### src/lcd_video_pkg.sv
// shared constants, contrast table, screen colours and bus structs for the LCD video path
// imported by every module of the display pipeline

package lcd_video_pkg;

    ////////////////////////////////////////////////////////////
    // LCD and frame buffer geometry
    localparam int LCD_XSIZE = 96;
    localparam int LCD_YSIZE = 64;
    localparam int LCD_PAGES = 8;      // 8-pixel column bytes per x
    localparam int FB_DEPTH  = 768;
    localparam int NUM_BANKS = 4;

    ////////////////////////////////////////////////////////////
    // raster, 1x image centred
    localparam int H_TOTAL       = 407;
    localparam int V_TOTAL       = 262;
    localparam int H_START       = 155;
    localparam int V_START       = 99;
    localparam int HS_START      = 383;
    localparam int HS_WIDTH      = 24;
    localparam int VS_FIRST_LINE = 1;
    localparam int VS_LAST_LINE  = 3;
    localparam int PIX_DIV       = 5;  // clk_sys cycles per pixel

    typedef logic [1:0] bank_idx_t;
    typedef logic [5:0] contrast_t;
    typedef logic [9:0] fb_addr_t;

    typedef struct packed {
        fb_addr_t   addr;
        logic [7:0] data;
        contrast_t  contrast;
    } fb_write_t;

    typedef struct packed {
        logic [7:0] data;
        contrast_t  contrast;
    } bank_read_t;

    typedef struct packed {
        logic       active;
        logic [6:0] x;
        logic [5:0] y;
    } pix_pos_t;

    typedef struct packed {
        logic hs;
        logic vs;
        logic hblank;
        logic vblank;
    } sync_t;

    typedef struct packed {
        logic [7:0] r;
        logic [7:0] g;
        logic [7:0] b;
    } rgb_t;

    typedef struct packed {
        rgb_t  rgb;
        sync_t sync;
        logic  de;
    } video_out_t;

    localparam sync_t SYNC_IDLE = '{hs: 1'b0, vs: 1'b0, hblank: 1'b1, vblank: 1'b1};

    localparam rgb_t OFF_COLOR = '{r: 8'hB7, g: 8'hCA, b: 8'hB7};  // clear pixel
    localparam rgb_t ON_COLOR  = '{r: 8'h04, g: 8'h16, b: 8'h04};  // fully dark

    // light / dark shade per contrast code, index is {contrast, pixel}
    localparam logic [7:0] CONTRAST_MAP [128] = '{
          8'd0,   8'd4,    8'd0,   8'd4,    8'd0,   8'd4,    8'd0,   8'd4,   // 00-03
          8'd0,   8'd6,    8'd0,  8'd11,    8'd0,  8'd17,    8'd0,  8'd24,   // 04-07
          8'd0,  8'd31,    8'd0,  8'd40,    8'd0,  8'd48,    8'd0,  8'd57,   // 08-0b
          8'd0,  8'd67,    8'd0,  8'd77,    8'd0,  8'd88,    8'd0,  8'd99,   // 0c-0f
          8'd0, 8'd110,    8'd0, 8'd122,    8'd0, 8'd133,    8'd0, 8'd146,   // 10-13
          8'd0, 8'd158,    8'd0, 8'd171,    8'd0, 8'd184,    8'd0, 8'd198,   // 14-17
          8'd0, 8'd212,    8'd0, 8'd226,    8'd0, 8'd240,    8'd0, 8'd255,   // 18-1b
          8'd2, 8'd255,    8'd5, 8'd255,   8'd10, 8'd255,   8'd15, 8'd255,   // 1c-1f
         8'd21, 8'd255,   8'd27, 8'd255,   8'd34, 8'd255,   8'd41, 8'd255,   // 20-23
         8'd48, 8'd255,   8'd56, 8'd255,   8'd64, 8'd255,   8'd73, 8'd255,   // 24-27
         8'd81, 8'd255,   8'd90, 8'd255,  8'd100, 8'd255,  8'd109, 8'd255,   // 28-2b
        8'd119, 8'd255,  8'd129, 8'd255,  8'd139, 8'd255,  8'd149, 8'd255,   // 2c-2f
        8'd160, 8'd255,  8'd171, 8'd255,  8'd182, 8'd255,  8'd193, 8'd255,   // 30-33
        8'd204, 8'd255,  8'd216, 8'd255,  8'd228, 8'd255,  8'd240, 8'd255,   // 34-37
        8'd240, 8'd255,  8'd240, 8'd255,  8'd240, 8'd255,  8'd240, 8'd255,   // 38-3b
        8'd240, 8'd255,  8'd240, 8'd255,  8'd240, 8'd255,  8'd240, 8'd255    // 3c-3f
    };

    // bank address of a column byte, page major
    function automatic fb_addr_t fb_addr(input logic [2:0] page, input logic [6:0] x);
        return fb_addr_t'(page) * fb_addr_t'(LCD_XSIZE) + fb_addr_t'(x);
    endfunction

endpackage

### src/lcd_color_tint.sv
// tints the shade between the screen's off and on colours
// registers RGB together with sync and de

`timescale 1ns/1ps

module lcd_color_tint import lcd_video_pkg::*;
(
    input  logic       clk_sys,
    input  logic       reset,
    input  logic [7:0] shade,
    input  pix_pos_t   pos_d,
    input  sync_t      sync_d,
    output video_out_t video
);

    // ((255 - shade) * off + shade * on) / 255
    function automatic logic [7:0] tint(input logic [7:0] level, input logic [7:0] off_c,
                                        input logic [7:0] on_c);
        logic [15:0] mix;
        mix = 16'(8'd255 - level) * 16'(off_c) + 16'(level) * 16'(on_c);
        return 8'(mix / 16'd255);
    endfunction

    always_ff @(posedge clk_sys)
    begin
        if (reset)
        begin
            video.rgb  <= '0;
            video.sync <= SYNC_IDLE;
            video.de   <= 1'b0;
        end
        else
        begin
            video.sync <= sync_d;
            video.de   <= pos_d.active;
            if (pos_d.active)
            begin
                video.rgb.r <= tint(shade, OFF_COLOR.r, ON_COLOR.r);
                video.rgb.g <= tint(shade, OFF_COLOR.g, ON_COLOR.g);
                video.rgb.b <= tint(shade, OFF_COLOR.b, ON_COLOR.b);
            end
            else
                video.rgb <= '0;     // black border
        end
    end

endmodule

### config.mk
export PLATFORM = sky130hd
export DESIGN_NAME = lcd_color_tint
export DESIGN_NICKNAME = d
export VERILOG_FILES = /design/src/lcd_video_pkg.sv /design/src/lcd_color_tint.sv
export SDC_FILE = /design/constraint.sdc
export NUM_CORES = 1
export LEC_CHECK = 0
export BUFFER_PORTS_ARGS = -buffer_cell sky130_fd_sc_hd__buf_2
export CELL_PAD_IN_SITES_DETAIL_PLACEMENT = 2
export CELL_PAD_IN_SITES_GLOBAL_PLACEMENT = 2
export CORE_ASPECT_RATIO = 2
export CORE_MARGIN = 5
export CORE_UTILIZATION = 33
export CTS_CLUSTER_DIAMETER = 100
export CTS_CLUSTER_SIZE = 24
export DETAILED_ROUTE_END_ITERATION = 12
export PLACE_DENSITY_LB_ADDON = 0.3
export SYNTH_ARGS = -nofsm -noshare
export SYNTH_HDL_FRONTEND = slang
export SYNTH_SLANG_ARGS = --single-unit
### constraint.sdc
create_clock -name clk_sys -period 10.15 [get_ports clk_sys]
set_input_delay 0.5075 -clock clk_sys [delete_from_list [all_inputs] [get_ports clk_sys]]
set_output_delay 0.5075 -clock clk_sys [all_outputs]
set_load 0.005 [all_outputs]
# Word level (Yosys, flattened, before mapping)

Cells that the tools add are included.

Register bits after elaboration: 21
Input bits: 28
Output and inout bits: 29
Logic and storage cells: 17

Add/subtract/negate cells: 3
$mul: 3
Divide/modulo/power cells: 2
Bitwise gates (word level): 1
Reduce and logical (&&, ||, !) cells: 1

Operators with widths:

| kind                                               | number |
|---|---|
| divider 16 x 8 -> 16 bit, second input constant    | 2 |
| adder 16 x 10 -> 16 bit                            | 1 |
| adder 16 x 13 -> 16 bit                            | 1 |
| multiplier 16 x 7 -> 15 bit, second input constant | 1 |
| multiplier 9 x 9 -> 16 bit, second input constant  | 1 |
| multiplier 8 x 4 -> 12 bit, second input constant  | 1 |
| subtractor 8 x 8 -> 9 bit, first input constant    | 1 |
| OR reduction 2 bit                                 | 1 |
| inverter 1 bit                                     | 1 |

# Longest topological paths before layout

Depth after elaboration: 4
Gate-level depth with buffers: 45

# Worst setup path before layout

Ideal clock, no wire load.

Path kind: input port to flip-flop
Start point: input port shade[2]
End point: register video[13] (netlist bit)
Data arrival time: 9.819 ns
Data required time: 10.055 ns
Slack: 0.236 ns
Stages: 41
Cell sequence: inv_1 -> ha_1 -> inv_1 -> fa_1 -> inv_1 -> ha_1 -> inv_1 -> fa_1 -> inv_1 -> ha_1 -> o21a_1 -> o21ai_0 -> o21a_1 -> xnor2_1 -> ha_1 -> clkbuf_1 -> nor2b_1 -> o21ai_0 -> (+5 left out) -> a311oi_2 -> nor3_1 -> a21oi_1 -> a21bo_2 -> ha_1 -> and3_1 -> a41o_4 -> a31oi_4 -> nor4b_4 -> nor2_1 -> xnor2_1 -> ha_1 -> nand4_1 -> nor3_1 -> a31oi_1 -> mux2i_1 -> or4_1 -> o311ai_1

Longest elaborated chain between the ends: 4
Elaborated cells on any way between the ends: 5

Ends and longest elaborated chain:

| item                         | line                 | RTL |
|---|---|---|
| start: declaration           | lcd_color_tint.sv:10 | `input logic [7:0] shade,` |
| subtractor 8 x 8 -> 9 bit    | lcd_color_tint.sv:20 | `mix = 16'(8'd255 - level) * 16'(off_c) + 16'(level) * 16'(on_c);` |
| multiplier 16 x 7 -> 15 bit  | lcd_color_tint.sv:20 |  |
| adder 16 x 13 -> 16 bit (*)  | lcd_color_tint.sv:20 |  |
| divider 16 x 8 -> 16 bit (*) | lcd_color_tint.sv:21 | `return 8'(mix / 16'd255);` |
| end: declaration             | lcd_color_tint.sv:13 | `output video_out_t video` |

Every way passes the cells marked *; elsewhere a longest branch is shown, timed or not.
A chain may end at the register's enable or synchronous reset.

# Worst setup path after layout

Start point: input port shade[4]
End point: register video[5] (netlist bit)

Longest elaborated chain between the ends: 4

Ends and longest elaborated chain:

| item                         | line |
|---|---|
| subtractor 8 x 8 -> 9 bit    | lcd_color_tint.sv:20 |
| multiplier 9 x 9 -> 16 bit   | lcd_color_tint.sv:20 |
| adder 16 x 10 -> 16 bit (*)  | lcd_color_tint.sv:20 |
| divider 16 x 8 -> 16 bit (*) | lcd_color_tint.sv:21 |

Marked as above.

==> impl_results.rst <==
.. list-table::
   :header-rows: 1

   * - Metric
     - Value
   * - Outcome
     - finished clean
   * - Register bank with the most flops
     - video
   * - Area occupied by multi-input gates
     - 0.008056 mm^2
   * - Delay of the slowest cell on the worst path
     - 630 ps
   * - Cell type contributing the most total cell area after synthesis
     - sky130_fd_sc_hd__ha_1
   * - Estimated wirelength of the detail-placed design
     - between 30000 and 40000 um
   * - Total setup violations reported at the end of the flow
     - 0
   * - Vias
     - 9699
   * - Port buffer count
     - 43
   * - Routed WL per cell
     - roughly 23 um
   * - Pre-CTS WS
     - -625.4 ps
   * - Net count, final
     - 1510
   * - Average instance area after synthesis
     - 7.875 um^2
   * - Final hold slack
     - between 400 and 500 ps
   * - Min-Delay Path Class
     - in -> reg
   * - Measured slew at the worst slew-check pin
     - about 960 ps
   * - Layout cell share with drive strength beyond 1
     - approximately 30%
   * - EDFF count, synth
     - 0
   * - Clock tree from TritonCTS
     - yes
   * - ANT nets after route
     - 0
   * - Yosys warns
     - 0
   * - Full die area
     - 0.02981 mm^2
   * - Largest delay contributor family on the critical path
     - compound AO/OA/AOI/OAI gates
   * - Hold Vio Cnt, Final
     - 0
   * - Arr. time, crit path
     - about 10000 ps
   * - Worst setup path startpoint
     - shade[4]
   * - Synth async-reset ratio
     - 0%
   * - Detailed router's first-iteration violation count
     - between 200 and 300
   * - Number of instances in the synthesized netlist
     - 1101
   * - Pin count of the biggest net entering global routing
     - 13
   * - Number of search-and-repair iterations in the first detailed-routing pass
     - 4
   * - Post-route fraction of the period consumed by the critical path
     - 98.51%
   * - Crit. End Element
     - flip-flop
   * - Flip-flop count of the largest register, all copies and words added
     - 21
   * - Leading registers by flop count
     - video: 21 flops
   * - Flip-flop and latch count after synthesis
     - 21
   * - Final worst slack
     - 151.4 ps
   * - Worst setup path class
     - in -> reg
   * - Number of buffers between clock root and the deepest sink
     - 2
   * - Placed insts
     - 1645
   * - Sum of negative setup slack
     - 0 ps
   * - Overall track demand over capacity in global routing
     - between 20% and 30%
   * - Distinct cell type count of the synthesized netlist
     - 115
   * - Routability Congestion
     - 0.9350
   * - Die height
     - 239.2 um
   * - Max Slew Vio Count
     - 0
   * - Critical Path Stages
     - 40
   * - Vias in the first global route
     - 11290
   * - Area taken by flip-flops and latches
     - approximately 420 um^2
   * - Commonest cells in the synthesized netlist
     - 118 x sky130_fd_sc_hd__ha_1, 109 x sky130_fd_sc_hd__inv_1, 78 x sky130_fd_sc_hd__nand2_1, 76 x sky130_fd_sc_hd__nor2_1, 74 x sky130_fd_sc_hd__a21oi_1
   * - Post-synth top area share
     - approximately 17%
   * - Prevailing post-synth register cell
     - sky130_fd_sc_hd__dfxtp_1
   * - Worst-case headroom to the max-slew limit
     - 35.21%
   * - Worst-path cell with the longest stage delay
     - sky130_fd_sc_hd__or4_4
   * - Number of standard-cell rows in the floorplan
     - 84
   * - Number of DRC violations after detailed routing
     - 0
   * - Count of maximum capacitance violations
     - 0
   * - Maximum level of the CTS H-tree
     - 1
   * - Final global-route overflow total
     - 0
   * - Hold bufs inserted after CTS
     - 0
   * - Kind of start point of the critical path
     - input pin
   * - Syn Nets
     - 1284
   * - Biggest fanout along the worst timing path
     - 6
   * - Data required time of the critical path
     - 10290 ps
   * - Non-filler instance count after layout
     - 1670
   * - Number of antenna violations at the first check in global routing
     - 1
   * - Crit path buf inv count
     - 9
   * - Capturing element of the worst setup path
     - video[5]
   * - Total clock buffers created by CTS
     - 3
   * - Antenna diode count
     - 0
   * - Wire length of the first global-routing pass
     - 59020 um
   * - Number of primary I/O pins
     - 57
   * - Starting Density
     - 33.13%
   * - Most area-consuming cells after synthesis
     - sky130_fd_sc_hd__ha_1 17%, sky130_fd_sc_hd__fa_1 8.5%, sky130_fd_sc_hd__xnor2_1 5.5%
   * - Clock slew at reported path FFs
     - around 60 ps
   * - Cell Area, Synth
     - 0.008671 mm^2
   * - Highest clock frequency the design can meet
     - roughly 100 MHz
   * - Root Buffer
     - sky130_fd_sc_hd__clkbuf_16
   * - Count of filler cells inserted in the layout
     - ~3000
   * - Floorplan die width
     - ~120 um
   * - Clock sink count
     - 21
   * - Proportion of synthesized chip area in sequential cells
     - 4.848%
   * - Synth-to-Final Area Change
     - 29.25%
   * - Time the final worst path needs with I/O delays and setup
     - roughly 10000 ps
   * - Vias per Instance
     - 5.808
   * - Core Region
     - 0.02617 mm^2
   * - Drt total wl
     - ~39000 um
   * - Most common cell in the synthesized netlist
     - sky130_fd_sc_hd__ha_1
## layout by cell type (no fill, tap or decap), types with 12 or more instances in the layout
cell type,Yosys,routed
sky130_fd_sc_hd__o21a_1,16,16
sky130_fd_sc_hd__nand4_1,15,15
sky130_fd_sc_hd__a211oi_1,16,13
sky130_fd_sc_hd__fa_1,37,37
sky130_fd_sc_hd__buf_2,14,43
sky130_fd_sc_hd__nand2b_1,12,12
sky130_fd_sc_hd__o21ai_0,44,37
sky130_fd_sc_hd__nand2_1,78,77
sky130_fd_sc_hd__a21oi_1,74,70
sky130_fd_sc_hd__xnor2_1,54,49
sky130_fd_sc_hd__inv_1,109,108
sky130_fd_sc_hd__buf_4,9,212
sky130_fd_sc_hd__nand3_1,35,35
sky130_fd_sc_hd__and3_1,18,16
sky130_fd_sc_hd__o211ai_1,14,14
sky130_fd_sc_hd__a21o_1,21,21
sky130_fd_sc_hd__ha_1,118,115
sky130_fd_sc_hd__nor2_1,76,71
sky130_fd_sc_hd__nor3_1,27,24
sky130_fd_sc_hd__xor2_1,23,23
sky130_fd_sc_hd__a31oi_1,22,18
sky130_fd_sc_hd__dfxtp_1,21,21
## metal layers
layer	global-route usage (%)	wire length, um	up-vias
met4	14.23	2722	2
met3	1.428	434	134
met2	55.40	23670	186
met5	0	14	-
li1	-	-	4520
met1	19.15	11680	4857
## timing repair
| action | CTS | global route |
|---|---|---|
| endpoints found under the hold margin | 0 | 0 |
| buffers inserted | 3 | 18 |
| gates resized for setup | 13 | 74 |
| endpoints found under the setup margin | 3 | 4 |
| cloned | 0 | 0 |
| pin swaps | 3 | 23 |
## final cells by class
cell class	instances	area share, %
Multi-Input combinational cell	937	71.89
Timing Repair Buffer	255	16.12
Clock buffer	3	0.6699
Inverter	109	3.684
Tap cell	344	3.841
Sequential cell	21	3.751
Clock inverter	1	0.04466
## worst min-delay path by stage
stage / startpoint / to / slack [ps] / cells after the start
2_1_floorplan: reset / video[3] / 580 / 1
3_3_place_gp: sync_d[0] / video[1] / 690 / 2
3_5_place_dp: sync_d[1] / video[2] / 700 / 2
4_1_cts: sync_d[1] / video[2] / 430 / 2
5_1_grt: sync_d[1] / video[2] / 440 / 2
6_report: sync_d[1] / video[2] / 440 / 2
## cells by family (layout without fill, tap and decap cells)
logic type               Yosys count  count (layout)  synth area share [%]
AO/OA/AOI/OAI                    342             342                 30.03
AND/OR/NAND/NOR                  336             336                 21.00
adder cells (fa/ha/maj)          158             158                 25.95
buffers and inverters            143             368                 6.869
flip-flops                        21              21                 4.848
multiplexers                      18              18                 2.208
XOR/XNOR                          83              83                 9.105
## metrics by stage
stage,cell area [um^2],utilization (%)
final,11210,42.82
after global routing,11210,42.82
after CTS,10730,40.99
after detailed placement,10560,40.37
after global placement,10560,40.37
after floorplan,8671,-
Power is not shown: default switching activity piles up to over one toggle a cycle in this logic, so the estimate is an artifact.
