--- src/lcd_video_pkg.sv ---
// shared constants, contrast table, screen colours and bus structs for the LCD video path
// imported by every module of the display pipeline

package lcd_video_pkg;

    ////////////////////////////////////////////////////////////
    // LCD and frame buffer geometry
    localparam int LCD_XSIZE = 96;
    localparam int LCD_YSIZE = 64;
    localparam int LCD_PAGES = 8;      // 8-pixel column bytes per x
    localparam int FB_DEPTH  = 768;
    localparam int NUM_BANKS = 4;

    ////////////////////////////////////////////////////////////
    // raster, 1x image centred
    localparam int H_TOTAL       = 407;
    localparam int V_TOTAL       = 262;
    localparam int H_START       = 155;
    localparam int V_START       = 99;
    localparam int HS_START      = 383;
    localparam int HS_WIDTH      = 24;
    localparam int VS_FIRST_LINE = 1;
    localparam int VS_LAST_LINE  = 3;
    localparam int PIX_DIV       = 5;  // clk_sys cycles per pixel

    typedef logic [1:0] bank_idx_t;
    typedef logic [5:0] contrast_t;
    typedef logic [9:0] fb_addr_t;

    typedef struct packed {
        fb_addr_t   addr;
        logic [7:0] data;
        contrast_t  contrast;
    } fb_write_t;

    typedef struct packed {
        logic [7:0] data;
        contrast_t  contrast;
    } bank_read_t;

    typedef struct packed {
        logic       active;
        logic [6:0] x;
        logic [5:0] y;
    } pix_pos_t;

    typedef struct packed {
        logic hs;
        logic vs;
        logic hblank;
        logic vblank;
    } sync_t;

    typedef struct packed {
        logic [7:0] r;
        logic [7:0] g;
        logic [7:0] b;
    } rgb_t;

    typedef struct packed {
        rgb_t  rgb;
        sync_t sync;
        logic  de;
    } video_out_t;

    localparam sync_t SYNC_IDLE = '{hs: 1'b0, vs: 1'b0, hblank: 1'b1, vblank: 1'b1};

    localparam rgb_t OFF_COLOR = '{r: 8'hB7, g: 8'hCA, b: 8'hB7};  // clear pixel
    localparam rgb_t ON_COLOR  = '{r: 8'h04, g: 8'h16, b: 8'h04};  // fully dark

    // light / dark shade per contrast code, index is {contrast, pixel}
    localparam logic [7:0] CONTRAST_MAP [128] = '{
          8'd0,   8'd4,    8'd0,   8'd4,    8'd0,   8'd4,    8'd0,   8'd4,   // 00-03
          8'd0,   8'd6,    8'd0,  8'd11,    8'd0,  8'd17,    8'd0,  8'd24,   // 04-07
          8'd0,  8'd31,    8'd0,  8'd40,    8'd0,  8'd48,    8'd0,  8'd57,   // 08-0b
          8'd0,  8'd67,    8'd0,  8'd77,    8'd0,  8'd88,    8'd0,  8'd99,   // 0c-0f
          8'd0, 8'd110,    8'd0, 8'd122,    8'd0, 8'd133,    8'd0, 8'd146,   // 10-13
          8'd0, 8'd158,    8'd0, 8'd171,    8'd0, 8'd184,    8'd0, 8'd198,   // 14-17
          8'd0, 8'd212,    8'd0, 8'd226,    8'd0, 8'd240,    8'd0, 8'd255,   // 18-1b
          8'd2, 8'd255,    8'd5, 8'd255,   8'd10, 8'd255,   8'd15, 8'd255,   // 1c-1f
         8'd21, 8'd255,   8'd27, 8'd255,   8'd34, 8'd255,   8'd41, 8'd255,   // 20-23
         8'd48, 8'd255,   8'd56, 8'd255,   8'd64, 8'd255,   8'd73, 8'd255,   // 24-27
         8'd81, 8'd255,   8'd90, 8'd255,  8'd100, 8'd255,  8'd109, 8'd255,   // 28-2b
        8'd119, 8'd255,  8'd129, 8'd255,  8'd139, 8'd255,  8'd149, 8'd255,   // 2c-2f
        8'd160, 8'd255,  8'd171, 8'd255,  8'd182, 8'd255,  8'd193, 8'd255,   // 30-33
        8'd204, 8'd255,  8'd216, 8'd255,  8'd228, 8'd255,  8'd240, 8'd255,   // 34-37
        8'd240, 8'd255,  8'd240, 8'd255,  8'd240, 8'd255,  8'd240, 8'd255,   // 38-3b
        8'd240, 8'd255,  8'd240, 8'd255,  8'd240, 8'd255,  8'd240, 8'd255    // 3c-3f
    };

    // bank address of a column byte, page major
    function automatic fb_addr_t fb_addr(input logic [2:0] page, input logic [6:0] x);
        return fb_addr_t'(page) * fb_addr_t'(LCD_XSIZE) + fb_addr_t'(x);
    endfunction

endpackage

--- src/lcd_video_timing.sv ---
// pixel enable and 407x262 raster with the 96x64 LCD window centred
// gives the LCD pixel position for each raster point

`timescale 1ns/1ps

module lcd_video_timing import lcd_video_pkg::*;
(
    input  logic     clk_sys,
    input  logic     reset,
    output logic     ce_pix,
    output pix_pos_t pos,
    output sync_t    sync
);

    logic [2:0] div_cnt;
    logic [8:0] h_cnt;
    logic [8:0] v_cnt;
    logic       h_last;
    logic       hblank;
    logic       vblank;
    logic       hs;
    logic       vs;

    assign ce_pix = (div_cnt == 3'(PIX_DIV - 1));
    assign h_last = (h_cnt == 9'(H_TOTAL - 1));

    ////////////////////////////////////////////////////////////
    // divider and raster counters
    always_ff @(posedge clk_sys)
    begin
        if (reset)
        begin
            div_cnt <= '0;
            h_cnt   <= '0;
            v_cnt   <= '0;
        end
        else
        begin
            div_cnt <= ce_pix ? 3'd0 : div_cnt + 3'd1;

            if (ce_pix)
            begin
                h_cnt <= h_last ? 9'd0 : h_cnt + 9'd1;
                if (h_last)
                begin
                    if (v_cnt == 9'(V_TOTAL - 1))
                        v_cnt <= '0;
                    else
                        v_cnt <= v_cnt + 9'd1;
                end
            end
        end
    end

    // decode from the counters
    assign hblank = (h_cnt < 9'(H_START)) || (h_cnt >= 9'(H_START + LCD_XSIZE));
    assign vblank = (v_cnt < 9'(V_START)) || (v_cnt >= 9'(V_START + LCD_YSIZE));

    assign hs = (h_cnt >= 9'(HS_START)) && (h_cnt < 9'(HS_START + HS_WIDTH));
    assign vs = (v_cnt >= 9'(VS_FIRST_LINE)) && (v_cnt <= 9'(VS_LAST_LINE));  // whole lines

    assign sync = '{hs: hs, vs: vs, hblank: hblank, vblank: vblank};

    // position inside the window, only meaningful when active
    assign pos.active = !hblank && !vblank;
    assign pos.x      = 7'(h_cnt - 9'(H_START));
    assign pos.y      = 6'(v_cnt - 9'(V_START));

endmodule

--- config.mk ---
export PLATFORM = sky130hd
export DESIGN_NAME = lcd_video_timing
export DESIGN_NICKNAME = d
export VERILOG_FILES = /design/src/lcd_video_pkg.sv /design/src/lcd_video_timing.sv
export SDC_FILE = /design/constraint.sdc
export NUM_CORES = 1
export LEC_CHECK = 0
export CAP_MARGIN = 25
export CELL_PAD_IN_SITES_DETAIL_PLACEMENT = 0
export CELL_PAD_IN_SITES_GLOBAL_PLACEMENT = 1
export CORE_AREA = 2 2 63 65
export CTS_CLUSTER_DIAMETER = 40
export CTS_CLUSTER_SIZE = 30
export DETAILED_ROUTE_END_ITERATION = 8
export DIE_AREA = 0 0 65 67
export DONT_BUFFER_PORTS = 1
export PLACE_DENSITY = 0.68
export SLEW_MARGIN = 20
export SYNTH_ARGS = -nofsm -noshare
export SYNTH_HDL_FRONTEND = slang
export SYNTH_SLANG_ARGS = --single-unit
--- constraint.sdc ---
create_clock -name clk_sys -period 2.1 [get_ports clk_sys]
set_input_delay 0.315 -clock clk_sys [delete_from_list [all_inputs] [get_ports clk_sys]]
set_output_delay 0.315 -clock clk_sys [all_outputs]
set_load 0.02 [all_outputs]
# Word-level counts from Yosys, hierarchy flattened
# Cells that the tools add are included.
# word_totals
register_bits,21
input_bits,2
out_inout_bits,19
# classes
addsub,5
order_cmp,8
eq_ne,3
mux,2
n_reduce_logical,9
# op_table
operator,n
"9-bit by 1-bit adder with 9-bit output, second input constant",2
"9-bit == test, second input constant",2
"9-bit by 8-bit >= comparator with 1-bit output, second input constant",2
9-bit 2-to-1 mux,2
"9-bit by 1-bit >= comparator with 1-bit output, second input constant",1
"9-bit >= comparator, second input constant",1
"9-bit by 2-bit <= comparator with 1-bit output, second input constant",1
"9-bit by 7-bit < comparator with 1-bit output, second input constant",1
"9-bit by 8-bit < comparator with 1-bit output, second input constant",1
"9-bit < comparator, second input constant",1
"7-bit by 5-bit subtractor with 7-bit output, second input constant",1
"6-bit subtractor, second input constant",1
"3-bit by 1-bit adder with 3-bit output, second input constant",1
"3-bit == test, second input constant",1
1-bit logical AND,3
1-bit logical NOT,2
1-bit logical OR,2
2-bit AND reduction,1
2-bit OR reduction,1

# Depth between registers and ports, before layout
# logic_depth
word_depth,4
depth_mapped,7

# Least setup slack after synthesis
# OpenSTA, ideal clock, no wires.
# synth_path
path_type,register -> output
start,register v_cnt[1]
end,output pos[13] (netlist bit)
t_arrival_ns,1.827
required_ns,1.785
setup_slack_ns,-0.042
stages_incl_launch_ff,5
path_cell_list,dfxtp_1 > a2111oi_0 > a21oi_1 > o32a_1 > nor3_1
# synth_rtl
item,line_no,source
from (decl),lcd_video_timing.sv:17,logic [8:0] v_cnt;
from (signal assigned),lcd_video_timing.sv:49,v_cnt <= v_cnt + 9'd1;
to (decl),lcd_video_timing.sv:11,"output pix_pos_t pos,"

==> PnR_summary.wiki <==
{| class="wikitable"
! Metric !! Value
|-
| Horiz. Die Dim || 65 um
|-
| Fraction of power spent switching nets || 0.227
|-
| # diodes || 0
|-
| Number of synthesized register bits || 21
|-
| Dominant combinational cell family by area after synthesis || simple AND/OR/NAND/NOR gates
|-
| Share of power burned in registers || 0.576
|-
| Max-cap violation count || 0
|-
| Cts hold-fix bufs || 0
|-
| Via count of the first global-routing pass || 1290
|-
| Synth warnings || 0
|-
| Number of filler instances in the final layout || 372
|-
| Boundary pin count || 21
|-
| Die height || 67 um
|-
| Drt first-iter violations || 77
|-
| Post-Syn Nets || 188
|-
| DR vias || 1294
|-
| Run status || completed
|-
| Port Buf Inserts || 0
|-
| Reg-to-reg startpoint || h_cnt[0]
|-
| Clock share of power || 0.393
|-
| Category of the worst setup path launch point || flop
|-
| Core box area || 3610 um^2
|-
| Post-Place Setup Slack || 0.0951 ns
|-
| Main synth FF type || sky130_fd_sc_hd__dfxtp_1
|-
| Cell Pwr Density || 445 nW/um^2
|-
| Number of buffers on the longest clock path || 2
|-
| Mux cell area share after synthesis || 0
|-
| Bufs and invs on worst path || 2
|-
| Number of endpoints with negative hold slack in the final report || 0
|-
| Filler-free cell count of the finished design || 235
|-
| Minimum period implied by the final worst setup slack || 2.03 ns
|-
| TritonCTS clock tree || done
|-
| Average size of a mapped cell || 7.78 um^2
|-
| Transition time at the pin with the least slew margin || 0.548 ns
|-
| Post-synth top area cell || sky130_fd_sc_hd__dfxtp_1
|-
| Terminus of the critical flop-to-flop path || v_cnt[4]
|-
| Avg WL per Cell || 14.4 um
|-
| Crit-path slowest cell || sky130_fd_sc_hd__dfxtp_4
|-
| Worst setup path start || v_cnt[0]
|-
| Depth of the most critical reg-to-reg path || 6
|-
| Biggest area contributors in the synthesized netlist || sky130_fd_sc_hd__dfxtp_1, sky130_fd_sc_hd__xnor2_1, sky130_fd_sc_hd__ha_1
|-
| Worst Path Max Fanout || 8
|-
| Gp weighted congestion || 0.836
|-
| Layout Area Growth over Synthesis || 13.4%
|-
| Placed Instance Area || 1480 um^2
|-
| CP Capture Point || sync[0]
|-
| Proportion of layout cells with a drive suffix above 1 || 0.214
|-
| Clk_lat worst skew || 0.26 ns
|-
| Xor/xnor cell area share of the yosys netlist || 0.0938
|-
| Pin count of the biggest net entering global routing || 26
|-
| Final worst-path cycle share || 0.968
|-
| Post-detailed-placement half-perimeter wirelength || 2390 um
|-
| Max Clock Freq || 492 MHz
|-
| Critical Path RT || 1.78 ns
|-
| Clock transition at the registers of the reported paths || 0.08 ns
|-
| Share of the synthesized area in the top cell type || 0.300
|-
| Unrepaired setup endpoints after global routing || yes
|-
| # DRC || 0
|-
| Die area || 4360 um^2
|-
| Path type of the worst setup path || flop to primary output
|-
| Clock root buffer master || sky130_fd_sc_hd__clkbuf_8
|-
| Unique cell type count in the Yosys netlist || 39
|-
| Area fraction in compound gates after synthesis || 0.151
|-
| Final #Nets || 196
|-
| Worst hold slack || 0.102 ns
|-
| Post-Route Skew || 0.00340 ns
|-
| Inserted Clock Buffers || 3
|-
| Leakage component of the power || 0.499 nW
|-
| Net Sw Power || 0.160 mW
|-
| # rows || 22
|-
| CP Data Arrival Time || 1.72 ns
|-
| Number of flops mapped to enable cells by yosys || 0
|-
| Post-synthesis adder-cell area fraction || 0.0536
|-
| Detailed Route WL || 3380 um
|-
| Sinks on the clock net || 21
|-
| Wire length of the first global-routing pass || 5600 um
|-
| Number of antenna violations at the first check in global routing || 0
|-
| Final setup slack of the worst path || 0.0672 ns
|-
| Cell class contributing the biggest share of worst-path delay || flip-flops
|-
| Reg2Reg Setup Slack || 0.08 ns
|-
| Starting utilization of the core area || 0.388
|-
| Post-synthesis async set-or-reset flop share || 0
|-
| Crit path cell chain || ha_1 > buf_4 > inv_1 > a21oi_1 > o32a_1 > or2_2
|-
| Vias per cell || 5.51
|-
| Pwr Total || 0.706 mW
|-
| Kind of end point of the critical path || primary output
|-
| Fraction of the mapped netlist area in simple logic gates || 0.292
|-
| Final number of max-transition violations || 0
|-
| Hold Path Class || input port to flop
|-
| Antenna-violating nets left || 0
|-
| Cell area after synthesis || 1400 um^2
|-
| Combinational fraction of design power || 0.032
|-
| Residual overflow from global routing || 0
|-
| Non-Filler Cell Area, Final || 1590 um^2
|-
| Worst-case vdd ir drop || 0.180 mV
|-
| Cell internal pwr || 0.546 mW
|-
| Slew headroom || 0.632
|-
| Number of stages on the worst setup path || 6
|-
| Sequential element share of the synthesized area || 0.300
|-
| Final setup vio count || 0
|-
| Number of standard cells after synthesis || 180
|-
| All-layer global routing usage || 0.165
|-
| Delay of the slowest cell on the worst path || 0.39 ns
|-
| Total instance count after detailed placement || 229
|-
| Number of H-tree branching levels || 1
|-
| Total iterations of the first detailed-routing run || 4
|}
-- layout make-up --
| cell class | instances | area [um^2] | area share |
|---|---|---|---|
| clock buffers | 3 | 41.3 | 0.0260 |
| clock inverters | 1 | 7.51 | 0.00473 |
| inverters | 15 | 56.3 | 0.0355 |
| multi-input cells | 130 | 868 | 0.547 |
| flip-flops and latches | 21 | 429 | 0.270 |
| well taps | 48 | 60.1 | 0.0378 |
| repair buffers | 17 | 125 | 0.0788 |
-- kinds of logic after synthesis --
group / count (synthesis)
xor gates and xnor gates: 15
buffers and inverters: 29
AOI/OAI and AO/OA: 33
DFF: 21
adders and majority gates: 6
and+or+nand+nor: 76
-- cell usage in the layout, fill, tap and decap left out, types with 3 or more instances in the layout --
cell	count
sky130_fd_sc_hd__or3_1	6
sky130_fd_sc_hd__inv_1	15
sky130_fd_sc_hd__dfxtp_2	4
sky130_fd_sc_hd__nand3_1	8
sky130_fd_sc_hd__nor4_1	4
sky130_fd_sc_hd__xnor2_1	13
sky130_fd_sc_hd__o21ai_0	5
sky130_fd_sc_hd__o31ai_1	3
sky130_fd_sc_hd__nand2_1	13
sky130_fd_sc_hd__clkbuf_8	3
sky130_fd_sc_hd__ha_1	5
sky130_fd_sc_hd__buf_4	16
sky130_fd_sc_hd__nand4_1	3
sky130_fd_sc_hd__dfxtp_1	16
sky130_fd_sc_hd__nor2_1	13
sky130_fd_sc_hd__nor3_1	13
sky130_fd_sc_hd__a21oi_1	11
-- repair_timing --
item,in CTS,in global routing
endpoints found under the hold margin,0,0
buffers inserted,0,2
resized for setup,2,14
setup endpoints to repair,2,6
pin swaps,0,4
-- synth_stat cells, types with 2 or more instances --
cell,n
sky130_fd_sc_hd__a21oi_1,13
sky130_fd_sc_hd__buf_4,4
sky130_fd_sc_hd__clkbuf_1,6
sky130_fd_sc_hd__clkbuf_8,2
sky130_fd_sc_hd__dfxtp_1,21
sky130_fd_sc_hd__ha_1,6
sky130_fd_sc_hd__inv_1,15
sky130_fd_sc_hd__nand2_1,13
sky130_fd_sc_hd__nand3_1,8
sky130_fd_sc_hd__nand4_1,3
sky130_fd_sc_hd__nor2_1,13
sky130_fd_sc_hd__nor3_1,14
sky130_fd_sc_hd__nor3b_1,2
sky130_fd_sc_hd__nor4_1,4
sky130_fd_sc_hd__o21ai_0,7
sky130_fd_sc_hd__o31ai_1,3
sky130_fd_sc_hd__o32ai_1,2
sky130_fd_sc_hd__or2_2,2
sky130_fd_sc_hd__or3_1,6
sky130_fd_sc_hd__or3_2,2
sky130_fd_sc_hd__or4_1,3
sky130_fd_sc_hd__xnor2_1,13
sky130_fd_sc_hd__xor2_1,2
-- per-stage QoR --
step | setup TNS [ns] | utilization
after global placement | 0 | 0.410
after floorplan | 0 | -
final | 0 | 0.440
after detailed placement | 0 | 0.410
after global routing | -0.0558 | 0.440
after CTS | 0 | 0.425
-- registers in the layout, indices dropped and copies added, names as in the netlist --
name,flops
h_cnt,9
v_cnt,9
div_cnt,3
-- layer usage --
layer	GRT usage	up-vias	wire length (um)
li1	-	649	-
met1	0.191	614	1540
met2	0.296	29	1690
met3	0.0355	2	140
met4	0.0585	0	17
met5	0	-	0
-- worst min-delay path by stage --
stage          depth (start not counted)        from  slack [ns]    endpoint
2_1_floorplan                          1  div_cnt[0]        0.43  div_cnt[0]
3_3_place_gp                           1       reset        0.39    v_cnt[2]
3_5_place_dp                           1       reset        0.39    v_cnt[7]
4_1_cts                                1       reset        0.10    v_cnt[2]
5_1_grt                                1       reset        0.09    v_cnt[4]
6_report                               1       reset        0.10    v_cnt[4]
-- power by group through the flow --
stage	Clock (mW)	Sequential, mW	Combinational [mW]
global route	0.302	0.408	0.0263
finish	0.277	0.406	0.0224
detailed placement	0	0.417	0.0227
global placement	0	0.417	0.0219
CTS	0.284	0.408	0.0229
floorplan	0	0.416	0.0227
No activity file was read; power rests on OpenSTA's default activity.
