## src/lcd_video_pkg.sv

```systemverilog
// shared constants, contrast table, screen colours and bus structs for the LCD video path
// imported by every module of the display pipeline

package lcd_video_pkg;

    ////////////////////////////////////////////////////////////
    // LCD and frame buffer geometry
    localparam int LCD_XSIZE = 96;
    localparam int LCD_YSIZE = 64;
    localparam int LCD_PAGES = 8;      // 8-pixel column bytes per x
    localparam int FB_DEPTH  = 768;
    localparam int NUM_BANKS = 4;

    ////////////////////////////////////////////////////////////
    // raster, 1x image centred
    localparam int H_TOTAL       = 407;
    localparam int V_TOTAL       = 262;
    localparam int H_START       = 155;
    localparam int V_START       = 99;
    localparam int HS_START      = 383;
    localparam int HS_WIDTH      = 24;
    localparam int VS_FIRST_LINE = 1;
    localparam int VS_LAST_LINE  = 3;
    localparam int PIX_DIV       = 5;  // clk_sys cycles per pixel

    typedef logic [1:0] bank_idx_t;
    typedef logic [5:0] contrast_t;
    typedef logic [9:0] fb_addr_t;

    typedef struct packed {
        fb_addr_t   addr;
        logic [7:0] data;
        contrast_t  contrast;
    } fb_write_t;

    typedef struct packed {
        logic [7:0] data;
        contrast_t  contrast;
    } bank_read_t;

    typedef struct packed {
        logic       active;
        logic [6:0] x;
        logic [5:0] y;
    } pix_pos_t;

    typedef struct packed {
        logic hs;
        logic vs;
        logic hblank;
        logic vblank;
    } sync_t;

    typedef struct packed {
        logic [7:0] r;
        logic [7:0] g;
        logic [7:0] b;
    } rgb_t;

    typedef struct packed {
        rgb_t  rgb;
        sync_t sync;
        logic  de;
    } video_out_t;

    localparam sync_t SYNC_IDLE = '{hs: 1'b0, vs: 1'b0, hblank: 1'b1, vblank: 1'b1};

    localparam rgb_t OFF_COLOR = '{r: 8'hB7, g: 8'hCA, b: 8'hB7};  // clear pixel
    localparam rgb_t ON_COLOR  = '{r: 8'h04, g: 8'h16, b: 8'h04};  // fully dark

    // light / dark shade per contrast code, index is {contrast, pixel}
    localparam logic [7:0] CONTRAST_MAP [128] = '{
          8'd0,   8'd4,    8'd0,   8'd4,    8'd0,   8'd4,    8'd0,   8'd4,   // 00-03
          8'd0,   8'd6,    8'd0,  8'd11,    8'd0,  8'd17,    8'd0,  8'd24,   // 04-07
          8'd0,  8'd31,    8'd0,  8'd40,    8'd0,  8'd48,    8'd0,  8'd57,   // 08-0b
          8'd0,  8'd67,    8'd0,  8'd77,    8'd0,  8'd88,    8'd0,  8'd99,   // 0c-0f
          8'd0, 8'd110,    8'd0, 8'd122,    8'd0, 8'd133,    8'd0, 8'd146,   // 10-13
          8'd0, 8'd158,    8'd0, 8'd171,    8'd0, 8'd184,    8'd0, 8'd198,   // 14-17
          8'd0, 8'd212,    8'd0, 8'd226,    8'd0, 8'd240,    8'd0, 8'd255,   // 18-1b
          8'd2, 8'd255,    8'd5, 8'd255,   8'd10, 8'd255,   8'd15, 8'd255,   // 1c-1f
         8'd21, 8'd255,   8'd27, 8'd255,   8'd34, 8'd255,   8'd41, 8'd255,   // 20-23
         8'd48, 8'd255,   8'd56, 8'd255,   8'd64, 8'd255,   8'd73, 8'd255,   // 24-27
         8'd81, 8'd255,   8'd90, 8'd255,  8'd100, 8'd255,  8'd109, 8'd255,   // 28-2b
        8'd119, 8'd255,  8'd129, 8'd255,  8'd139, 8'd255,  8'd149, 8'd255,   // 2c-2f
        8'd160, 8'd255,  8'd171, 8'd255,  8'd182, 8'd255,  8'd193, 8'd255,   // 30-33
        8'd204, 8'd255,  8'd216, 8'd255,  8'd228, 8'd255,  8'd240, 8'd255,   // 34-37
        8'd240, 8'd255,  8'd240, 8'd255,  8'd240, 8'd255,  8'd240, 8'd255,   // 38-3b
        8'd240, 8'd255,  8'd240, 8'd255,  8'd240, 8'd255,  8'd240, 8'd255    // 3c-3f
    };

    // bank address of a column byte, page major
    function automatic fb_addr_t fb_addr(input logic [2:0] page, input logic [6:0] x);
        return fb_addr_t'(page) * fb_addr_t'(LCD_XSIZE) + fb_addr_t'(x);
    endfunction

endpackage

```

## src/lcd_frame_capture.sv

```systemverilog
// copies a finished LCD frame into the next bank of the frame ring
// walks the LCD read port after each frame_complete and publishes the bank when done

`timescale 1ns/1ps

module lcd_frame_capture import lcd_video_pkg::*;
(
    input  logic                 clk_sys,
    input  logic                 reset,
    input  logic                 frame_complete,
    input  contrast_t            lcd_contrast,
    input  logic [7:0]           lcd_read_column,
    output logic [6:0]           lcd_read_x,
    output logic [2:0]           lcd_read_y,
    output fb_write_t            wr,
    output logic [NUM_BANKS-1:0] wr_en,
    output bank_idx_t            read_bank
);

    logic       busy;          // address walk running
    logic       pending;       // frame seen during a walk
    logic [6:0] x_cnt;
    logic [2:0] page_cnt;
    logic       x_last;
    logic       walk_last;
    bank_idx_t  wr_idx;        // bank being filled
    logic       wr_valid;
    logic       wr_last;
    fb_addr_t   wr_addr_q;
    contrast_t  wr_contrast_q;

    assign x_last    = (x_cnt == 7'(LCD_XSIZE - 1));
    assign walk_last = busy && x_last && (page_cnt == 3'(LCD_PAGES - 1));

    assign lcd_read_x = x_cnt;
    assign lcd_read_y = page_cnt;

    ////////////////////////////////////////////////////////////
    // capture walk, x fastest
    always_ff @(posedge clk_sys)
    begin
        if (reset)
        begin
            busy      <= 1'b0;
            pending   <= 1'b0;
            x_cnt     <= '0;
            page_cnt  <= '0;
            wr_idx    <= 2'd1;
            read_bank <= '0;
            wr_valid  <= 1'b0;
            wr_last   <= 1'b0;
        end
        else
        begin
            wr_valid <= busy;       // column arrives one cycle later
            wr_last  <= walk_last;

            if (busy)
            begin
                x_cnt <= x_last ? 7'd0 : x_cnt + 7'd1;
                if (x_last)
                    page_cnt <= page_cnt + 3'd1;   // wraps to 0 after last page

                if (walk_last)
                begin
                    busy    <= pending | frame_complete;  // back to back capture
                    pending <= 1'b0;
                end
                else if (frame_complete)
                    pending <= 1'b1;
            end
            else if (frame_complete)
                busy <= 1'b1;

            // last byte written this cycle, publish the bank
            if (wr_last)
            begin
                read_bank <= wr_idx;
                wr_idx    <= wr_idx + 2'd1;
            end
        end
    end

    always_ff @(posedge clk_sys)
    begin
        wr_addr_q     <= fb_addr(page_cnt, x_cnt);
        wr_contrast_q <= lcd_contrast;     // contrast current when read
    end

    assign wr = '{addr: wr_addr_q, data: lcd_read_column, contrast: wr_contrast_q};

    always_comb
    begin
        wr_en = '0;
        if (wr_valid)
            wr_en[wr_idx] = 1'b1;
    end

endmodule

```

## config.mk

```make
export PLATFORM = sky130hd
export DESIGN_NAME = lcd_frame_capture
export DESIGN_NICKNAME = d
export VERILOG_FILES = /design/src/lcd_video_pkg.sv /design/src/lcd_frame_capture.sv
export SDC_FILE = /design/constraint.sdc
export NUM_CORES = 1
export LEC_CHECK = 0
export BUFFER_PORTS_ARGS = -buffer_cell sky130_fd_sc_hd__buf_4
export CAP_MARGIN = 10
export CORE_UTILIZATION = 42
export CTS_CLUSTER_DIAMETER = 200
export DETAILED_ROUTE_END_ITERATION = 8
export GPL_TIMING_DRIVEN = 0
export HOLD_SLACK_MARGIN = 0.15
export PLACE_DENSITY = 0.73
export SLEW_MARGIN = 20
export SYNTH_ARGS = -nofsm -noshare
export SYNTH_HDL_FRONTEND = slang
export SYNTH_SLANG_ARGS = --single-unit
```

## constraint.sdc

```tcl
create_clock -name clk_sys -period 1.6 [get_ports clk_sys]
set_input_delay 0.16 -clock clk_sys [delete_from_list [all_inputs] [get_ports clk_sys]]
set_output_delay 0.16 -clock clk_sys [all_outputs]
set_load 0.03 [all_outputs]
```

* Word-level counts from Yosys, hierarchy flattened
Cells that the tools add are included.
Word-level totals: bits in registers 34, bits of input ports 17
Cells by class: add/subtract/negate cells 4, multiply operators 1, $lt $le $gt $ge 2, eq/ne operators 2, mux-type cells 9, bitwise operators 1, reductions and logical operators 6
Operators by type and width (count):
- 10-bit by 7-bit adder with 10-bit output | 1
- 7-bit by 1-bit adder with 7-bit output (second input constant) | 1
- 7-bit == test (second input constant) | 1
- 7-bit 2-to-1 mux | 1
- 1-bit 2-to-1 mux | 6
- 3-bit by 2-bit multiplier with 5-bit output (second input constant) | 1
- 4-bit 2-to-1 mux | 1
- 2-bit AND reduction | 2
- 3-bit by 1-bit adder with 3-bit output (second input constant) | 1
- 3-bit == test (second input constant) | 1
- 1-bit logical AND | 3
- 2-bit by 3-bit less-than comparator with 1-bit output (second input constant) | 1
- 2-bit by 1-bit adder with 2-bit output (second input constant) | 1
- 1-bit demux with 2-bit select | 1
- 2-bit by 1-bit >= comparator with 1-bit output (second input constant) | 1
- 2-bit nonzero test | 1
- 1-bit bitwise OR | 1

* Logic depth before layout (Yosys ltp)
Gate-level depths: netlist of the first run.
depth in word-level cells 5, gate-level depth with buffers 6, gate-level depth less buffers 6

* Worst setup path after synthesis of the first run
Ideal clock, no wire load.
kind register to register, start point reg page_cnt[1], in the netlist lcd_read_y[1], end point reg wr_addr_q[9], library setup time 0.072 ns, arrival 1.681 ns, setup slack -0.153 ns, stages on the path, launching flop included 7, buffers on the path 0, clock period less this slack 1.753 ns, path through dfxtp_1 ha_1 inv_1 fa_1 xor2_1 nor3_1 xnor2_1
Between the ends: cells in the longest elaborated chain, start to end 2
Ends and longest elaborated chain:
- start, declared | line lcd_frame_capture.sv:23 | logic [2:0] page_cnt;
- start signal, assigned | line lcd_frame_capture.sv:62 | page_cnt <= page_cnt + 3'd1;
- 3-bit by 2-bit multiplier with 5-bit output | line lcd_video_pkg.sv:93 | return fb_addr_t'(page) * fb_addr_t'(LCD_XSIZE) + fb_addr_t'(x);
- 10-bit by 7-bit adder with 10-bit output | line lcd_video_pkg.sv:93
- end signal, assigned | line lcd_frame_capture.sv:86 | wr_addr_q <= fb_addr(page_cnt, x_cnt);
- end, declared | line lcd_frame_capture.sv:29 | fb_addr_t wr_addr_q;
No other way between the ends. A chain may end at the register's enable or synchronous reset.

* Worst setup path in the final report of the first run
Ends and elaborated chain as after synthesis.

==> impl_summary.md, run 1 <==
Yosys
After synthesis the netlist holds a flip-flop and latch count of 34. The library cell occupying the most area in the post-synthesis netlist is sky130_fd_sc_hd__dfxtp_1. The share of the Yosys chip area taken by registers is 0.4901. Counting distinct cell types in the post-synthesis netlist gives 31. The number of standard cells after synthesis is 134.

Of the post-synthesis cell area, the dominant cell type holds 0.4901. The average instance in the mapped netlist occupies between 10 and 15 um2. The number of nets in the synthesized netlist is around 160. The share of synthesized registers carrying an async set or reset is 0. Summing every instance area after synthesis gives 0.001389 mm2. Sorting the synthesized cells by area gives the leading types as sky130_fd_sc_hd__dfxtp_1 (49%), sky130_fd_sc_hd__ha_1 (9.9%), sky130_fd_sc_hd__buf_4 (4.3%), sky130_fd_sc_hd__a21oi_1 (3.2%), sky130_fd_sc_hd__xor2_1 (3.2%). The number of enable-type register cells in the synthesized netlist is 0.

The number of warnings reported in the yosys synthesis log is 0. The most used flip-flop cell after synthesis is sky130_fd_sc_hd__dfxtp_1.

Route
The average vias per placed instance is about 4.8. The pre-antenna-repair detailed-routing pass consisted of 4 iterations. The final routed wire length divided by cell count is 12.01 um. The total wire length after detailed routing is a little under 3000 um.

The number of antenna-violating nets in the routed design is 0. Across all layers, the routed design uses 1160 vias. After detailed routing, the number of remaining DRC violations is 0.

For this block, the initial DRC count from the detailed router was 17.

Finish
The fill cell total of the finished layout is roughly 280. The fraction of layout instances using a drive strength above 1 is 0.3776. The most frequent standard cell in the layout excluding fill and tap cells is sky130_fd_sc_hd__buf_4. The post-layout net count is between 200 and 250. The growth of design area from synthesis to finish is 40.18%. The top cell types in the final layout, fill and taps aside, are sky130_fd_sc_hd__buf_4 (55), sky130_fd_sc_hd__dfxtp_1 (29), sky130_fd_sc_hd__inv_1 (11), sky130_fd_sc_hd__ha_1 (10).

In the final layout, flip-flops and latches occupy just under 700 um2. Summing all multi-input logic gate instances after layout gives approximately 600 um2. 0 antenna diodes ended up in the layout.

Floorplan
The core area is between 0.003 and 0.004 mm2. The die footprint is 0.003541 mm2. The die is about 60 um wide. The number of placement rows is 20. The effective utilization at floorplan is 0.4476. The top-level port count is between 50 and 60. The floorplan step set the die height to 59.51 um.

Pwr
Summed over all cells, the static leakage comes to roughly 0.86 nW. Of the total power, combinational logic draws 0.115. Of the total power, the share spent switching nets is 0.2476.

Of the total power, registers draw 0.591. The reported net switching power is between 0.3 and 0.4 mW. The total power of the final layout is roughly 1.5 mW. The internal power component is about 1.1 mW. The portion of total power attributed to the clock network is 0.294.

Power spread over the standard cell area amounts to 760.8 mW/mm2. The worst-case vdd ir drop is between 300 and 400 uV.

Timing
Headroom to the max-slew limit came out at 0.6867. The post-route fraction of the period consumed by the critical path is 0.9688. Setup violations remaining at the end of the flow were counted as 0. The number of endpoints with negative hold slack in the final report is 0. For the finished layout, the period the worst path requires is 1550 ps. The clock tree skew after final layout is around 17 ps. The max-slew violation total from the final report was 0. Based on the critical path, the design can be clocked at up to ~650 MHz. The actual slew at the worst max-slew pin is between 400 and 500 ps. The accumulated negative setup slack is 0 ps. Setup repair after global routing could not meet its margin everywhere.

Critical path
The biggest fanout along the worst timing path is 5. The worst setup path is captured at a register. The arrival time reported for the critical path endpoint is roughly 1800 ps. For this run, the slowest stage of the critical path takes around 380 ps. Traced cell by cell, the critical path runs through ha_2 -> inv_1 -> fa_2 -> nor3_2 -> xnor2_1.

Broken down by cell family, the worst path's largest delay share belongs to adder cells. The critical path startpoint category is a register. The largest individual stage delay along the critical path comes from the cell sky130_fd_sc_hd__fa_2. The data required time of the critical path is 1880 ps. The type of the setup path with the least slack is reg -> reg. The combined buffer and inverter count along the critical path is 1.

Global route
The total congestion overflow after global routing is 0. The first global-routing pass estimated 4478 um of wire. The total routing resource utilization after global routing is 0.1777. The via count of the first global-routing pass is between 1000 and 1500. The initial antenna violation count is 0.

Entering global routing, the biggest net connects 11 pins.

Run status
The run finished with clean final reports.

Clocking
The later pin in the worst-skew pair is clocked with a latency of 340 ps. The total number of clock tree sinks is 34. The total CTS buffers is 5.

The H-tree was split into 2 levels. Clock-pin slew was measured on the worst setup and hold paths at approximately 100 ps. The longest clock path from root to sink contains 2 buffers. The tree is rooted in a sky130_fd_sc_hd__clkbuf_4. The CTS tree is built.

Min path
The type of the most critical hold path is in -> reg.

Flow run
The max-capacitance violation count is 0.

Place
The global placer's final weighted congestion is 0.8633. The half-perimeter wire length after detailed placement is between 2000 and 2500 um. Buffers placed on the I/O ports in this run total between 40 and 50.
-- power groups by stage --
stage               sequential (mW)  combinational, mW  clock (mW)
floorplan                     0.924             0.0655           0
global placement              0.895              0.154           0
detailed placement            0.897              0.157           0
CTS                           0.877              0.171       0.446
global route                  0.878              0.179       0.491
finish                        0.876              0.170       0.435
-- layer usage --
metal,track usage,vias up,part of all wire
li1,-,568,-
met1,0.1816,533,0.41
met2,0.3162,50,0.50
met3,0.04585,9,0.066
met4,0.1196,0,0.028
met5,0,-,0
-- metrics by stage --
step	utilization	setup slack (ps)	hold WS (ps)	std cells	instance area, um2
after floorplan	-	1.030	187.7	134	1396
after global placement	0.5815	2.381	264.4	225	1804
after detailed placement	0.5815	-37.38	266.3	225	1804
after CTS	0.6246	8.131	178.9	240	1938
after global routing	0.6274	-12.91	194.2	240	1947
final	0.6274	49.91	181.3	240	1947
-- cell type report --
cell class,count,area share
Buffer,12,0.03920
Clock buffer,8,0.02506
Inverter,11,0.02121
Multi-Input combinational cell,77,0.3136
Sequential cell,34,0.3554
Tap cell,44,0.02828
Timing Repair Buffer,54,0.2172
-- kinds of logic (layout without fill, tap and decap cells) --
group | count (synthesis) | after routing | share of synthesized area
compound gates | 20 | 20 | 0.09189
xor+xnor | 8 | 8 | 0.05045
fa+ha+maj | 13 | 13 | 0.1279
buf+inv | 23 | 85 | 0.08468
flops | 34 | 34 | 0.4901
mux | 3 | 3 | 0.02162
simple gates | 33 | 33 | 0.1333
-- registers in the layout (all words and copies together), names as in the netlist --
signal	count
wr_valid	1
pending	1
lcd_read_y	3
wr_idx	2
read_bank	2
wr_last	1
busy	1
wr_contrast_q	6
lcd_read_x	7
wr_addr_q	10
-- timing repair --
item / in CTS / in global routing
setup endpoints to repair: 1 / 3
resized for setup: 3 / 4
buffers inserted: 0 / 0
hold endpoints to repair: 7 / 0
hold buffers: 7 / 0
-- synthesized netlist by cell type (all sizes together), types with 2 or more instances --
cell	count
and2	4
a21oi	9
nor2	9
ha	11
buf	9
o21ai	5
nand2	4
inv	11
clkbuf	3
xor2	5
xnor2	3
nand3	2
nor3	2
mux2i	3
dfxtp	34
fa	2
or3	2
a311oi	2
nand4	4
and3	2
-- final timing paths --
| check | from | to | depth (start not counted) | slack [ps] |
|---|---|---|---|---|
| setup / recovery | lcd_read_y[1] | wr_addr_q[9] | 5 | 50 |
| hold / removal | reset | lcd_read_y[0] | 2 | 180 |
| setup reg to reg | lcd_read_y[1] | wr_addr_q[9] | 5 | 50 |
| hold reg to reg | lcd_read_x[4] | wr_addr_q[4] | 0 | 430 |
(Power assumes the default switching activity.)
==> inputs of run 2 (changes only) <==
- CORE_UTILIZATION: 42 -> 47
- PLACE_DENSITY: 0.73 -> 0.77
- clock period: 1.6 -> 1.5 ns (I/O delays scaled with it)
==> impl_summary.md, run 2 (synthesis results as in run 1) <==
Route
The total wire length after detailed routing is roughly 2900 um. For this block, the initial DRC count from the detailed router was 31. For this block, the via count after detailed routing is 1170. The first detailed-routing pass ran for 4 iterations.

The final routed wire length divided by cell count is ~13 um. After detailed routing, the number of vias per cell comes to between 5 and 6. After detailed routing, the number of remaining DRC violations is 0. The count of nets left with antenna violations once routing finished came out at 0.

Critical path
STA puts the critical path data arrival time at around 1700 ps. Traced cell by cell, the critical path runs through ha_4 -> inv_2 -> fa_2 -> nor3_2 -> xnor2_1. The largest individual stage delay along the critical path comes from the cell sky130_fd_sc_hd__fa_2.

The launch point of the critical path is lcd_read_y[1]. The reg-to-reg critical path startpoint is lcd_read_y[1]. Grouping stages by cell kind, the critical path spends the most delay in adder cells. STA classifies the critical path endpoint as a register. The biggest fanout along the worst timing path is 5. The type of the setup path with the least slack is reg -> reg. The largest single stage delay on the critical path is 450 ps. The critical path startpoint category is a register.

At the worst endpoint, the required time is roughly 1800 ps. Together, buffers and inverters on the worst path number 1.

Timing
For the pin with the worst max-slew slack, the measured transition is 494.5 ps. The accumulated negative setup slack is 0 ps. The number of endpoints with negative hold slack in the final report is 0.

Setup violations remaining at the end of the flow were counted as 0. The worst pin sits at a relative slew slack of 0.6703. On the final layout, the worst clock skew is around 7.9 ps. Across all setup checks in the final design, the least slack found is a little over 50 ps. For this run, the top clock speed supported by timing is 690.6 MHz. The clock period minus worst slack is 1448 ps. The max-slew violation total from the final report is 0. Setup repair after global routing could not meet its margin everywhere.

Across all hold checks on the routed design, the worst slack comes to between 150 and 200 ps. The post-route fraction of the period consumed by the critical path is 0.9654.

Global route
The initial antenna violation count was 0. The via count of the first global-routing pass is 1122. The total congestion overflow after global routing is 0.

Entering global routing, the biggest net connects 11 pins. The first global-routing pass estimated between 4000 and 5000 um of wire. The total routing resource utilization after global routing is 0.1958.

Floorplan
The die outline height is ~56 um. 57 I/O pins were placed. In this run the horizontal extent of the chip is 56.36 um.

The core area is 0.002781 mm2. The initial utilization of the core area, before any placement, comes to 0.4993. The die covers around 0.0032 mm2. The number of placement rows is 19.

Clocking
The tree is rooted in a sky130_fd_sc_hd__clkbuf_4. Clock-pin slew was measured on the worst setup and hold paths at ~100 ps. The H-tree generated during clock tree synthesis spans 2 levels. The CTS tree is built. At the later pin of the worst-skew pair, clock insertion delay measures roughly 340 ps.

The number of clock buffers added by TritonCTS is 5. The maximum buffer depth of the clock tree is 2. For this design, the sink count on the clock tree is 34.

Finish
The post-layout net count is 228. Counting the fill cells in the layout gives roughly 220. Once layout is complete, the utilization of the core stands at 0.7220. In the final layout, the share of cells above drive strength 1 is 0.4372.

Counting flops per register, the top entry is wr_addr_q. The diode insertion count for antenna repair is 0. The register with the most flip-flops in the layout has 10 of them.

The finished cells cover ~0.0020 mm2. The growth of design area from synthesis to finish is 44.59%. The top cell types in the final layout, fill and taps aside, are sky130_fd_sc_hd__buf_4 (58), sky130_fd_sc_hd__dfxtp_1 (25), sky130_fd_sc_hd__inv_1 (10), sky130_fd_sc_hd__a21oi_1 (9), sky130_fd_sc_hd__nor2_1 (9). The post-route non-filler standard cell count is 230. The most frequent standard cell in the layout excluding fill and tap cells is sky130_fd_sc_hd__buf_4.

Pwr
Power spread over the standard cell area amounts to ~860 mW/mm2. The reported leakage power is 0.8877 nW. The worst-case vdd ir drop is 867.9 uV. Summing internal, switching and leakage power gives 1.728 mW.

Place
During placement, the flow inserted port buffers numbering 47. In this run the cell area measured after placement is about 0.0018 mm2. The worst setup slack before clock tree synthesis is 37.63 ps. The cell count after placement is approximately 210.

After legalization and detailed placement, the total HPWL measured ~2100 um. At the end of routability-driven placement, the weighted congestion stood at 0.8385.

Min path
The worst min-delay path startpoint is reset. The type of the most critical hold path is in -> reg.

Run status
The flow ran to the end, and the final reports show no timing, DRC or antenna violations.

Flow run
The max-capacitance violation count is 0.
[run 2: repair_timing]
item	in CTS	in global routing
hold endpoints to repair	8	0
setup buffers	0	3
resized for setup	1	8
setup endpoints to repair	2	13
hold buffers	7	0
pin swaps	0	5
[run 2: area by class of cell]
| class | count | area [um2] | area share |
|---|---|---|---|
| Multi-Input combinational cell | 77 | 625.6 | 0.3115 |
| Timing Repair Buffer | 57 | 445.4 | 0.2218 |
| Tap cell | 31 | 38.79 | 0.01931 |
| Sequential cell | 34 | 701.9 | 0.3495 |
| Inverter | 11 | 41.29 | 0.02056 |
| Buffer | 12 | 76.32 | 0.03801 |
| Clock buffer | 8 | 78.83 | 0.03925 |
[run 2: final timing paths]
path | slack (ps) | to | cells after the start
hold / removal | 190 | lcd_read_y[0] | 2
hold reg to reg | 420 | wr_addr_q[1] | 0
setup / recovery | 50 | wr_addr_q[9] | 5
setup reg to reg | 50 | wr_addr_q[9] | 5
[run 2: where the power goes]
part / total, mW / internal, mW / leakage (nW) / switching, mW
sequential: 0.932 / 0.917 / 0.282 / 0.0156
clock: 0.614 / 0.320 / 0.0446 / 0.294
combinational: 0.182 / 0.0831 / 0.561 / 0.0985
[run 2: metal layers]
layer  track usage  vias to the layer above  part of all wire
li1              -                      571                 -
met1        0.2182                      543              0.41
met2        0.3282                       48              0.50
met3       0.05760                        8             0.068
met4        0.1185                        0             0.022
met5             0                        -                 0
